File: config.mk
export PLATFORM = sky130hd
export DESIGN_NAME = opl_top
export DESIGN_NICKNAME = d
export VERILOG_FILES = /design/src/opl_pkg.sv /design/src/opl_clk_div.sv /design/src/opl_mmr.sv /design/src/opl_op_regs.sv /design/src/opl_ch_regs.sv /design/src/opl_timers.sv /design/src/opl_slot_seq.sv /design/src/opl_top.sv
export SDC_FILE = /design/constraint.sdc
export NUM_CORES = 2
export LEC_CHECK = 0
export BUFFER_PORTS_ARGS = -buffer_cell sky130_fd_sc_hd__buf_2
export CAP_MARGIN = 20
export CORE_MARGIN = 2
export CORE_UTILIZATION = 40
export DETAILED_ROUTE_END_ITERATION = 12
export GPL_ROUTABILITY_DRIVEN = 0
export GPL_TIMING_DRIVEN = 0
export PLACE_DENSITY = 0.65
export SLEW_MARGIN = 10
export SYNTH_ARGS = -nofsm -noshare
export SYNTH_HDL_FRONTEND = slang
export SYNTH_SLANG_ARGS = --single-unit
File: constraint.sdc
create_clock -name clk -period 5.3 [get_ports clk]
set_input_delay 1.06 -clock clk [delete_from_list [all_inputs] [get_ports clk]]
set_output_delay 1.06 -clock clk [all_outputs]
set_load 0.005 [all_outputs]
File: src/opl_pkg.sv
// shared sizes, register addresses and record layouts; OPL2 waveform and rhythm fields are not carried
package opl_pkg;

    localparam int NUM_SLOTS = 18;
    localparam int NUM_CH    = 9;
    localparam int DIV_CEN   = 4;
    localparam int CEN_CNT_W = $clog2(DIV_CEN);

    // register map
    localparam logic [7:0] ADDR_FNUM_LO   = 8'hA0;
    localparam logic [7:0] ADDR_FNUM_HI   = 8'hB0;
    localparam logic [7:0] ADDR_FB_CON    = 8'hC0;
    localparam logic [7:0] ADDR_TIMER_A   = 8'h02;
    localparam logic [7:0] ADDR_TIMER_B   = 8'h03;
    localparam logic [7:0] ADDR_TIMER_CTL = 8'h04;
    localparam logic [7:0] ADDR_DEPTH     = 8'hBD;

    typedef enum logic [2:0] {
        UPD_NONE    = 3'd0,
        UPD_MULT    = 3'd1,
        UPD_KSL_TL  = 3'd2,
        UPD_AR_DR   = 3'd3,
        UPD_SL_RR   = 3'd4,
        UPD_FNUM_LO = 3'd5,
        UPD_FNUM_HI = 3'd6,
        UPD_FB_CON  = 3'd7
    } upd_kind_e;

    // index is a slot for operator kinds, a channel for channel kinds
    typedef struct packed {
        upd_kind_e  kind;
        logic [4:0] index;
        logic [7:0] data;
    } upd_t;

    typedef struct packed {
        logic [7:0] value_a;
        logic [7:0] value_b;
        logic       load_a;
        logic       load_b;
        logic       flagen_a;
        logic       flagen_b;
        logic       clr_flag;
    } timer_ctl_t;

    typedef struct packed {
        logic       am;
        logic       vib;
        logic       eg_type;
        logic       ksr;
        logic [3:0] mult;
        logic [1:0] ksl;
        logic [5:0] tl;
        logic [3:0] ar;
        logic [3:0] dr;
        logic [3:0] sl;
        logic [3:0] rr;
    } op_params_t;

    typedef struct packed {
        logic [9:0] fnum;
        logic [2:0] block;
        logic       keyon;
        logic [2:0] fb;
        logic       con;
    } ch_params_t;

    typedef struct packed {
        logic [4:0] slot;
        logic [3:0] ch;
        logic       op;
        logic       am_dep;
        logic       vib_dep;
        op_params_t op_params;
        ch_params_t ch_params;
    } slot_out_t;

endpackage

File: src/opl_clk_div.sv
// cenop is combinational from cen; the first cen after reset counts as pulse number one
`timescale 1ns/1ps

module opl_clk_div
    import opl_pkg::*;
(
    input  logic clk,
    input  logic rst,
    input  logic cen,
    output logic cenop
);

    logic [CEN_CNT_W-1:0] cnt;

    // last cen of each group of DIV_CEN
    assign cenop = cen && (cnt == CEN_CNT_W'(DIV_CEN - 1));

    always_ff @(posedge clk) begin
        if (rst) begin
            cnt <= '0;
        end else if (cen) begin
            cnt <= cenop ? '0 : cnt + 1'b1;
        end
    end

endmodule

File: src/opl_mmr.sv
// host writes are captured one clk before decode; no back-pressure, no read-back, no rhythm or CSM
`timescale 1ns/1ps

module opl_mmr
    import opl_pkg::*;
(
    input  logic       clk,
    input  logic       rst,
    input  logic [7:0] din,
    input  logic       write,
    input  logic       addr,
    output upd_t       upd,
    output logic       upd_valid,
    output timer_ctl_t tctl,
    output logic       am_dep,
    output logic       vib_dep
);

    logic       wr_q;
    logic       addr_q;
    logic [7:0] din_q;
    logic [7:0] sel_addr;
    logic [3:0] hi;
    logic [3:0] lo;
    logic       data_wr;
    logic       op_hit;
    logic       ch_hit;
    upd_kind_e  kind;
    logic [4:0] index;

    assign data_wr = wr_q & addr_q;
    assign hi      = sel_addr[7:4];
    assign lo      = sel_addr[3:0];

    // address to update command
    always_comb begin
        kind   = UPD_NONE;
        index  = '0;
        op_hit = 1'b0;
        ch_hit = 1'b0;
        if (hi >= 4'h2 && hi <= 4'h9 && sel_addr[4:3] != 2'b11 && sel_addr[2:0] <= 3'd5) begin
            op_hit = 1'b1;
            // slot = group * 6 + sub
            index  = 5'(sel_addr[4:3]) * 5'd6 + 5'(sel_addr[2:0]);
            case (hi[3:1])
                3'b001:  kind = UPD_MULT;
                3'b010:  kind = UPD_KSL_TL;
                3'b011:  kind = UPD_AR_DR;
                default: kind = UPD_SL_RR;
            endcase
        end else if (lo <= 4'd8) begin
            index = {1'b0, lo};
            case (hi)
                ADDR_FNUM_LO[7:4]: begin
                    kind   = UPD_FNUM_LO;
                    ch_hit = 1'b1;
                end
                ADDR_FNUM_HI[7:4]: begin
                    kind   = UPD_FNUM_HI;
                    ch_hit = 1'b1;
                end
                ADDR_FB_CON[7:4]: begin
                    kind   = UPD_FB_CON;
                    ch_hit = 1'b1;
                end
                default: ;
            endcase
        end
    end

    always_ff @(posedge clk) begin
        if (rst) begin
            wr_q          <= 1'b0;
            sel_addr      <= '0;
            upd_valid     <= 1'b0;
            am_dep        <= 1'b0;
            vib_dep       <= 1'b0;
            tctl.value_a  <= '0;
            tctl.value_b  <= '0;
            tctl.load_a   <= 1'b0;
            tctl.load_b   <= 1'b0;
            tctl.flagen_a <= 1'b1;
            tctl.flagen_b <= 1'b1;
            tctl.clr_flag <= 1'b0;
        end else begin
            wr_q          <= write;
            upd_valid     <= data_wr & (op_hit | ch_hit);
            tctl.clr_flag <= 1'b0;
            if (wr_q && !addr_q) begin
                sel_addr <= din_q;
            end
            if (data_wr) begin
                case (sel_addr)
                    ADDR_TIMER_A: tctl.value_a <= din_q;
                    ADDR_TIMER_B: tctl.value_b <= din_q;
                    ADDR_TIMER_CTL: begin
                        // bit 7 only clears the flags
                        if (din_q[7]) begin
                            tctl.clr_flag <= 1'b1;
                        end else begin
                            tctl.flagen_a <= ~din_q[6];
                            tctl.flagen_b <= ~din_q[5];
                            tctl.load_b   <= din_q[1];
                            tctl.load_a   <= din_q[0];
                        end
                    end
                    ADDR_DEPTH: begin
                        am_dep  <= din_q[7];
                        vib_dep <= din_q[6];
                    end
                    default: ;
                endcase
            end
        end
    end

    // host capture and command payload
    always_ff @(posedge clk) begin
        din_q  <= din;
        addr_q <= addr;
        if (data_wr) begin
            upd.kind  <= kind;
            upd.index <= index;
            upd.data  <= din_q;
        end
    end

endmodule

File: src/opl_op_regs.sv
// index must be a valid slot for operator kinds; read port is combinational
`timescale 1ns/1ps

module opl_op_regs
    import opl_pkg::*;
(
    input  logic       clk,
    input  logic       rst,
    input  upd_t       upd,
    input  logic       upd_valid,
    input  logic [4:0] rd_slot,
    output op_params_t op_params
);

    op_params_t mem [NUM_SLOTS];

    assign op_params = mem[rd_slot];

    always_ff @(posedge clk) begin
        if (rst) begin
            for (int i = 0; i < NUM_SLOTS; i++) begin
                mem[i] <= '0;
            end
        end else if (upd_valid) begin
            // only the fields of the addressed group change
            case (upd.kind)
                UPD_MULT: begin
                    mem[upd.index].am      <= upd.data[7];
                    mem[upd.index].vib     <= upd.data[6];
                    mem[upd.index].eg_type <= upd.data[5];
                    mem[upd.index].ksr     <= upd.data[4];
                    mem[upd.index].mult    <= upd.data[3:0];
                end
                UPD_KSL_TL: begin
                    mem[upd.index].ksl <= upd.data[7:6];
                    mem[upd.index].tl  <= upd.data[5:0];
                end
                UPD_AR_DR: begin
                    mem[upd.index].ar <= upd.data[7:4];
                    mem[upd.index].dr <= upd.data[3:0];
                end
                UPD_SL_RR: begin
                    mem[upd.index].sl <= upd.data[7:4];
                    mem[upd.index].rr <= upd.data[3:0];
                end
                default: ;
            endcase
        end
    end

endmodule

File: src/opl_ch_regs.sv
// index must be a valid channel for channel kinds; read port is combinational
`timescale 1ns/1ps

module opl_ch_regs
    import opl_pkg::*;
(
    input  logic       clk,
    input  logic       rst,
    input  upd_t       upd,
    input  logic       upd_valid,
    input  logic [3:0] rd_ch,
    output ch_params_t ch_params
);

    ch_params_t mem [NUM_CH];
    logic [3:0] wr_ch;

    // channel index fits in the low four bits
    assign wr_ch     = upd.index[3:0];
    assign ch_params = mem[rd_ch];

    always_ff @(posedge clk) begin
        if (rst) begin
            for (int i = 0; i < NUM_CH; i++) begin
                mem[i] <= '0;
            end
        end else if (upd_valid) begin
            case (upd.kind)
                UPD_FNUM_LO: mem[wr_ch].fnum[7:0] <= upd.data;
                UPD_FNUM_HI: begin
                    mem[wr_ch].keyon     <= upd.data[5];
                    mem[wr_ch].block     <= upd.data[4:2];
                    mem[wr_ch].fnum[9:8] <= upd.data[1:0];
                end
                UPD_FB_CON: begin
                    mem[wr_ch].fb  <= upd.data[3:1];
                    mem[wr_ch].con <= upd.data[0];
                end
                default: ;
            endcase
        end
    end

endmodule

File: src/opl_timers.sv
// both timers tick once per cenop; a flag rises 256-value cenops after loading
`timescale 1ns/1ps

module opl_timers
    import opl_pkg::*;
(
    input  logic       clk,
    input  logic       rst,
    input  logic       cenop,
    input  timer_ctl_t tctl,
    output logic       flag_a,
    output logic       flag_b,
    output logic       irq
);

    // index 0 is timer A, index 1 is timer B
    logic [1:0][7:0] value;
    logic [1:0][7:0] cnt;
    logic [1:0]      load;
    logic [1:0]      load_q;
    logic [1:0]      flagen;
    logic [1:0]      run;
    logic [1:0]      flag;

    assign value  = {tctl.value_b, tctl.value_a};
    assign load   = {tctl.load_b, tctl.load_a};
    assign flagen = {tctl.flagen_b, tctl.flagen_a};
    // running once the reload after the load edge has happened
    assign run    = load & load_q;

    assign flag_a = flag[0];
    assign flag_b = flag[1];
    assign irq    = |flag;

    always_ff @(posedge clk) begin
        if (rst) begin
            load_q <= '0;
            flag   <= '0;
        end else begin
            load_q <= load;
            for (int i = 0; i < 2; i++) begin
                if (tctl.clr_flag) begin
                    flag[i] <= 1'b0;
                end else if (run[i] && cenop && cnt[i] == 8'hFF && flagen[i]) begin
                    flag[i] <= 1'b1;
                end
            end
        end
    end

    always_ff @(posedge clk) begin
        for (int i = 0; i < 2; i++) begin
            if (load[i] && !load_q[i]) begin
                cnt[i] <= value[i];
            end else if (run[i] && cenop) begin
                cnt[i] <= (cnt[i] == 8'hFF) ? value[i] : cnt[i] + 8'd1;
            end
        end
    end

endmodule

File: src/opl_slot_seq.sv
// one record per cenop in fixed slot order 0..17; no back-pressure on the slot stream
`timescale 1ns/1ps

module opl_slot_seq
    import opl_pkg::*;
(
    input  logic       clk,
    input  logic       rst,
    input  logic       cenop,
    input  op_params_t op_params,
    input  ch_params_t ch_params,
    input  logic       am_dep,
    input  logic       vib_dep,
    output logic [4:0] rd_slot,
    output logic [3:0] rd_ch,
    output slot_out_t  slot_out,
    output logic       slot_valid
);

    logic [4:0] slot_cnt;
    logic [1:0] grp;
    logic [2:0] sub;
    logic       carrier;
    logic [1:0] sub_mod;

    // channel = group*3 + sub mod 3
    assign carrier = (sub >= 3'd3);
    assign sub_mod = carrier ? 2'(sub - 3'd3) : sub[1:0];
    assign rd_slot = slot_cnt;
    assign rd_ch   = 4'(grp) * 4'd3 + 4'(sub_mod);

    always_ff @(posedge clk) begin
        if (rst) begin
            slot_cnt   <= '0;
            grp        <= '0;
            sub        <= '0;
            slot_valid <= 1'b0;
        end else begin
            slot_valid <= cenop;
            if (cenop) begin
                if (slot_cnt == 5'(NUM_SLOTS - 1)) begin
                    slot_cnt <= '0;
                    grp      <= '0;
                    sub      <= '0;
                end else begin
                    slot_cnt <= slot_cnt + 5'd1;
                    if (sub == 3'd5) begin
                        sub <= '0;
                        grp <= grp + 2'd1;
                    end else begin
                        sub <= sub + 3'd1;
                    end
                end
            end
        end
    end

    always_ff @(posedge clk) begin
        if (cenop) begin
            slot_out.slot      <= slot_cnt;
            slot_out.ch        <= rd_ch;
            slot_out.op        <= carrier;
            slot_out.am_dep    <= am_dep;
            slot_out.vib_dep   <= vib_dep;
            slot_out.op_params <= op_params;
            slot_out.ch_params <= ch_params;
        end
    end

endmodule

File: src/opl_top.sv
// a written value shows in slot records starting 3 or more clk after the data write
`timescale 1ns/1ps

module opl_top
    import opl_pkg::*;
(
    input  logic       clk,
    input  logic       rst,
    input  logic       cen,
    input  logic [7:0] din,
    input  logic       write,
    input  logic       addr,
    output slot_out_t  slot_out,
    output logic       slot_valid,
    output logic       flag_a,
    output logic       flag_b,
    output logic       irq
);

    logic       cenop;
    upd_t       upd;
    logic       upd_valid;
    timer_ctl_t tctl;
    logic       am_dep;
    logic       vib_dep;
    logic [4:0] rd_slot;
    logic [3:0] rd_ch;
    op_params_t op_params;
    ch_params_t ch_params;

    opl_clk_div u_div (
        .clk   (clk),
        .rst   (rst),
        .cen   (cen),
        .cenop (cenop)
    );

    opl_mmr u_mmr (
        .clk       (clk),
        .rst       (rst),
        .din       (din),
        .write     (write),
        .addr      (addr),
        .upd       (upd),
        .upd_valid (upd_valid),
        .tctl      (tctl),
        .am_dep    (am_dep),
        .vib_dep   (vib_dep)
    );

    opl_op_regs u_op_regs (
        .clk       (clk),
        .rst       (rst),
        .upd       (upd),
        .upd_valid (upd_valid),
        .rd_slot   (rd_slot),
        .op_params (op_params)
    );

    opl_ch_regs u_ch_regs (
        .clk       (clk),
        .rst       (rst),
        .upd       (upd),
        .upd_valid (upd_valid),
        .rd_ch     (rd_ch),
        .ch_params (ch_params)
    );

    opl_timers u_timers (
        .clk    (clk),
        .rst    (rst),
        .cenop  (cenop),
        .tctl   (tctl),
        .flag_a (flag_a),
        .flag_b (flag_b),
        .irq    (irq)
    );

    opl_slot_seq u_seq (
        .clk        (clk),
        .rst        (rst),
        .cenop      (cenop),
        .op_params  (op_params),
        .ch_params  (ch_params),
        .am_dep     (am_dep),
        .vib_dep    (vib_dep),
        .rd_slot    (rd_slot),
        .rd_ch      (rd_ch),
        .slot_out   (slot_out),
        .slot_valid (slot_valid)
    );

endmodule

==> run summary <==
sequential fraction of the synthesis area: 0.716
Yosys cell types: 57
Storage cell area: 43,400 um^2
Setup TNS Final: 0 ps
crit path max fanout: 10
Post-DP HPWL: 122,000 um
Initial DRT Pass Iterations: 8
RSZ-0062 raised after global routing: false
core box area: 150,000 um^2
most frequent cells in the layout: edfxtp_1 (1,406), nor2_1 (657), mux4_2 (281)
crit path launch type: register
Initial Util: 0.404
switching power: 0.00497 W
Synth Warn #: 0
WL final: 176,000 um
hold violation count in the final report: 0
post-cts resize count: 0
P_int: 0.0186 W
number of synthesized flops with an enable pin: 1,406
most common cell after layout, fill and taps aside: edfxtp_1
ys flop type: edfxtp_1
drt drc: 0
Worst Path Required: 5810 ps
largest net degree at the start of global routing: 50
Die X: 393 um
max_cap viols: 0
drt wl/cell: 28.8 um
# IOs: 79
slowest stage delay, CP: 710 ps
post-layout util: 0.459
Antenna Violating Nets Remaining: 0
CTS tree: done
met1 wire length: 66,700 um
area of placed instances: 64,200 um^2
GRT Total Usage: 0.227
nets: 3,999
switching share of power: 0.210
fin crit period: 4550 ps
fin. max-slew vios: 0
CP Cell Sequence: ha_1, ha_1, or3_1, a22o_1, fa_1, inv_1, ha_1, clkbuf_1, buf_1, mux4_2, mux4_2
multi-input logic area: 16,100 um^2
Area growth syn-to-layout: 13.6%
die area: 155,000 um^2
layout cells sized above 1: 0.199
synthesized area: 60,600 um^2
global-route wire length before repair: 247,000 um
worst hold slack: 378 ps
placed cells: 5,830
Worst setup EP type: register
Clock power frac: 0.429
Peak VDD IR: 0.000289 V
antenna violations before repair: 9
vias in the first global route: 34,700
clk slew on worst S/H paths: 60 ps
IO Port Bufs: 78
clk_skew: 24.8 ps
Met2 Wirelength: 82,200 um
Syn Inst Count: 3,682
Die Y: 393 um
clock latency at the later pin of the worst-skew pair: 800 ps
Critical Path AT: 5050 ps
Synth Register Bits: 1,465
Met3 Wirelength: 19,500 um
CTS max path bufs: 3
fillcell total: 12,900
register share of total power: 0.546
ys async rst share: 0
run status: completed
most frequent CP cell: ha_1
num rows: 142
slew at the pin with the worst max-slew slack: 1280 ps
LEAKAGE: 23.2 nW
pwr/cell area: 343 nW/um^2
hold buffers post-CTS: 0
# clock sinks: 1,465
H-tree Lvls: 4
number of buffers created by CTS: 147
vias per inst: 5.81
period utilization: 0.858
CTS Root Cell: clkbuf_16
drt initial violations: 4,904
fin area: 68,800 um^2
vias after detailed routing: 35,400
critical setup path kind: register to register
Final Non-Filler Cells: 6,103
Synthesized Nets: 3,714
Setup Fix Bufs, Post-CTS: 0
Slew headroom: 0.145
fmax: 220 MHz
final setup fails: 0
combinational share of power: 0.024
top routing layer in use: met5
slowest stage cell, crit path: buf_1
worst min path class: input port to register
syn_area_per_cell: 16.5 um^2
grt ovf: 0
## sequential cells by signal, summed over array words and instances, names as in the netlist
register	count
u_div.cnt	2
u_timers.cnt	16
u_seq.slot_out	62
u_mmr.vib_dep	1
u_seq.slot_valid	1
u_timers.flag	2
u_mmr.addr_q	1
u_mmr.wr_q	1
u_seq.rd_slot	5
u_mmr.upd	16
u_op_regs.mem	1024
u_mmr.sel_addr	8
u_mmr.upd_valid	1
u_seq.sub	3
u_seq.grp	2
u_mmr.din_q	8
u_ch_regs.mem	288
u_timers.load_q	2
u_mmr.am_dep	1
u_mmr.tctl	21
## Yosys cell counts, types with 10 or more instances
library cell     n  area [um^2]
a2111oi_2       27          405
a21o_1          10         75.1
a21oi_1         77          385
a22o_1          28          245
a22oi_1         43          323
and2_1         127          795
and3_1          40          250
buf_1           56          210
buf_2           70          350
buf_4           15          113
buf_6           11          124
clkbuf_1       100          375
dfxtp_1         59         1180
edfxtp_1      1406        42200
ha_1            16          200
inv_1           27          101
mux2i_1        161         1610
mux4_2         281         6330
nand2_1        110          413
nand2b_1        74          463
nand3_1         17         85.1
nor2_1         658         2470
nor2b_1         18          113
nor3_1          65          325
o21ai_0         12         60.1
o221ai_1        31          272
o22ai_1         36          225
or2_2           19          119
## cell type report
class                   instances  area share
well taps                    2016      0.0366
clock inverters                83      0.0101
repair buffers                136      0.0138
plain buffers                 252      0.0170
diodes                          7    0.000254
flip-flops and latches       1465       0.631
multi-input cells            1937       0.233
inverters                      28     0.00156
clock buffers                 179      0.0567
## layer usage
metal,up-vias,GRT usage
met4,6,0.0907
met1,18200,0.301
li1,14800,-
met3,382,0.0600
met5,-,0
met2,2094,0.356
## worst max-delay path, delay by kind of cell (launching register included)
kind	cells	cell delay [ps]
buf+inv	3	1220
compound gates	1	230
simple gates	1	310
fa+ha+maj	4	1180
mux	2	930
flops	1	380
## final timing paths
| kind | from | endpoint | slack (ps) | cells after the start |
|---|---|---|---|---|
| worst min register to register | u_mmr.am_dep$_SDFFE_PP0P_ | u_seq.slot_out[51]$_DFFE_PP_ | 440 | 0 |
| worst min-delay path | din[2] | u_mmr.din_q[2]$_DFF_P_ | 380 | 1 |
| worst max-delay path | u_seq.sub[0]$_SDFFE_PP0P_ | u_seq.slot_out[11]$_DFFE_PP_ | 750 | 11 |
| worst max register to register | u_seq.sub[0]$_SDFFE_PP0P_ | u_seq.slot_out[11]$_DFFE_PP_ | 750 | 11 |
## power by group through the flow
stage	sequential, W	combinational, W	clock (W)
4_1_cts	0.0129	0.000570	0.0102
3_5_place_dp	0.0131	0.000569	0
5_1_grt	0.0129	0.000601	0.0106
2_1_floorplan	0.0131	0.000349	0
6_report	0.0129	0.000577	0.0101
3_3_place_gp	0.0131	0.000552	0
## cells by family after synthesis
kind of cell	synth area share
flops	0.716
simple gates	0.0881
mux	0.132
compound gates	0.0362
buf+inv	0.0211
fa+ha+maj	0.00429
xor+xnor	0.00231
## stage by stage
stage,setup slack (ps),power (W)
after floorplan,1610,0.0134
after global placement,531,0.0137
after detailed placement,729,0.0137
after CTS,719,0.0237
after global routing,566,0.0241
final,752,0.0236
Power figures use the tool's default switching activity.
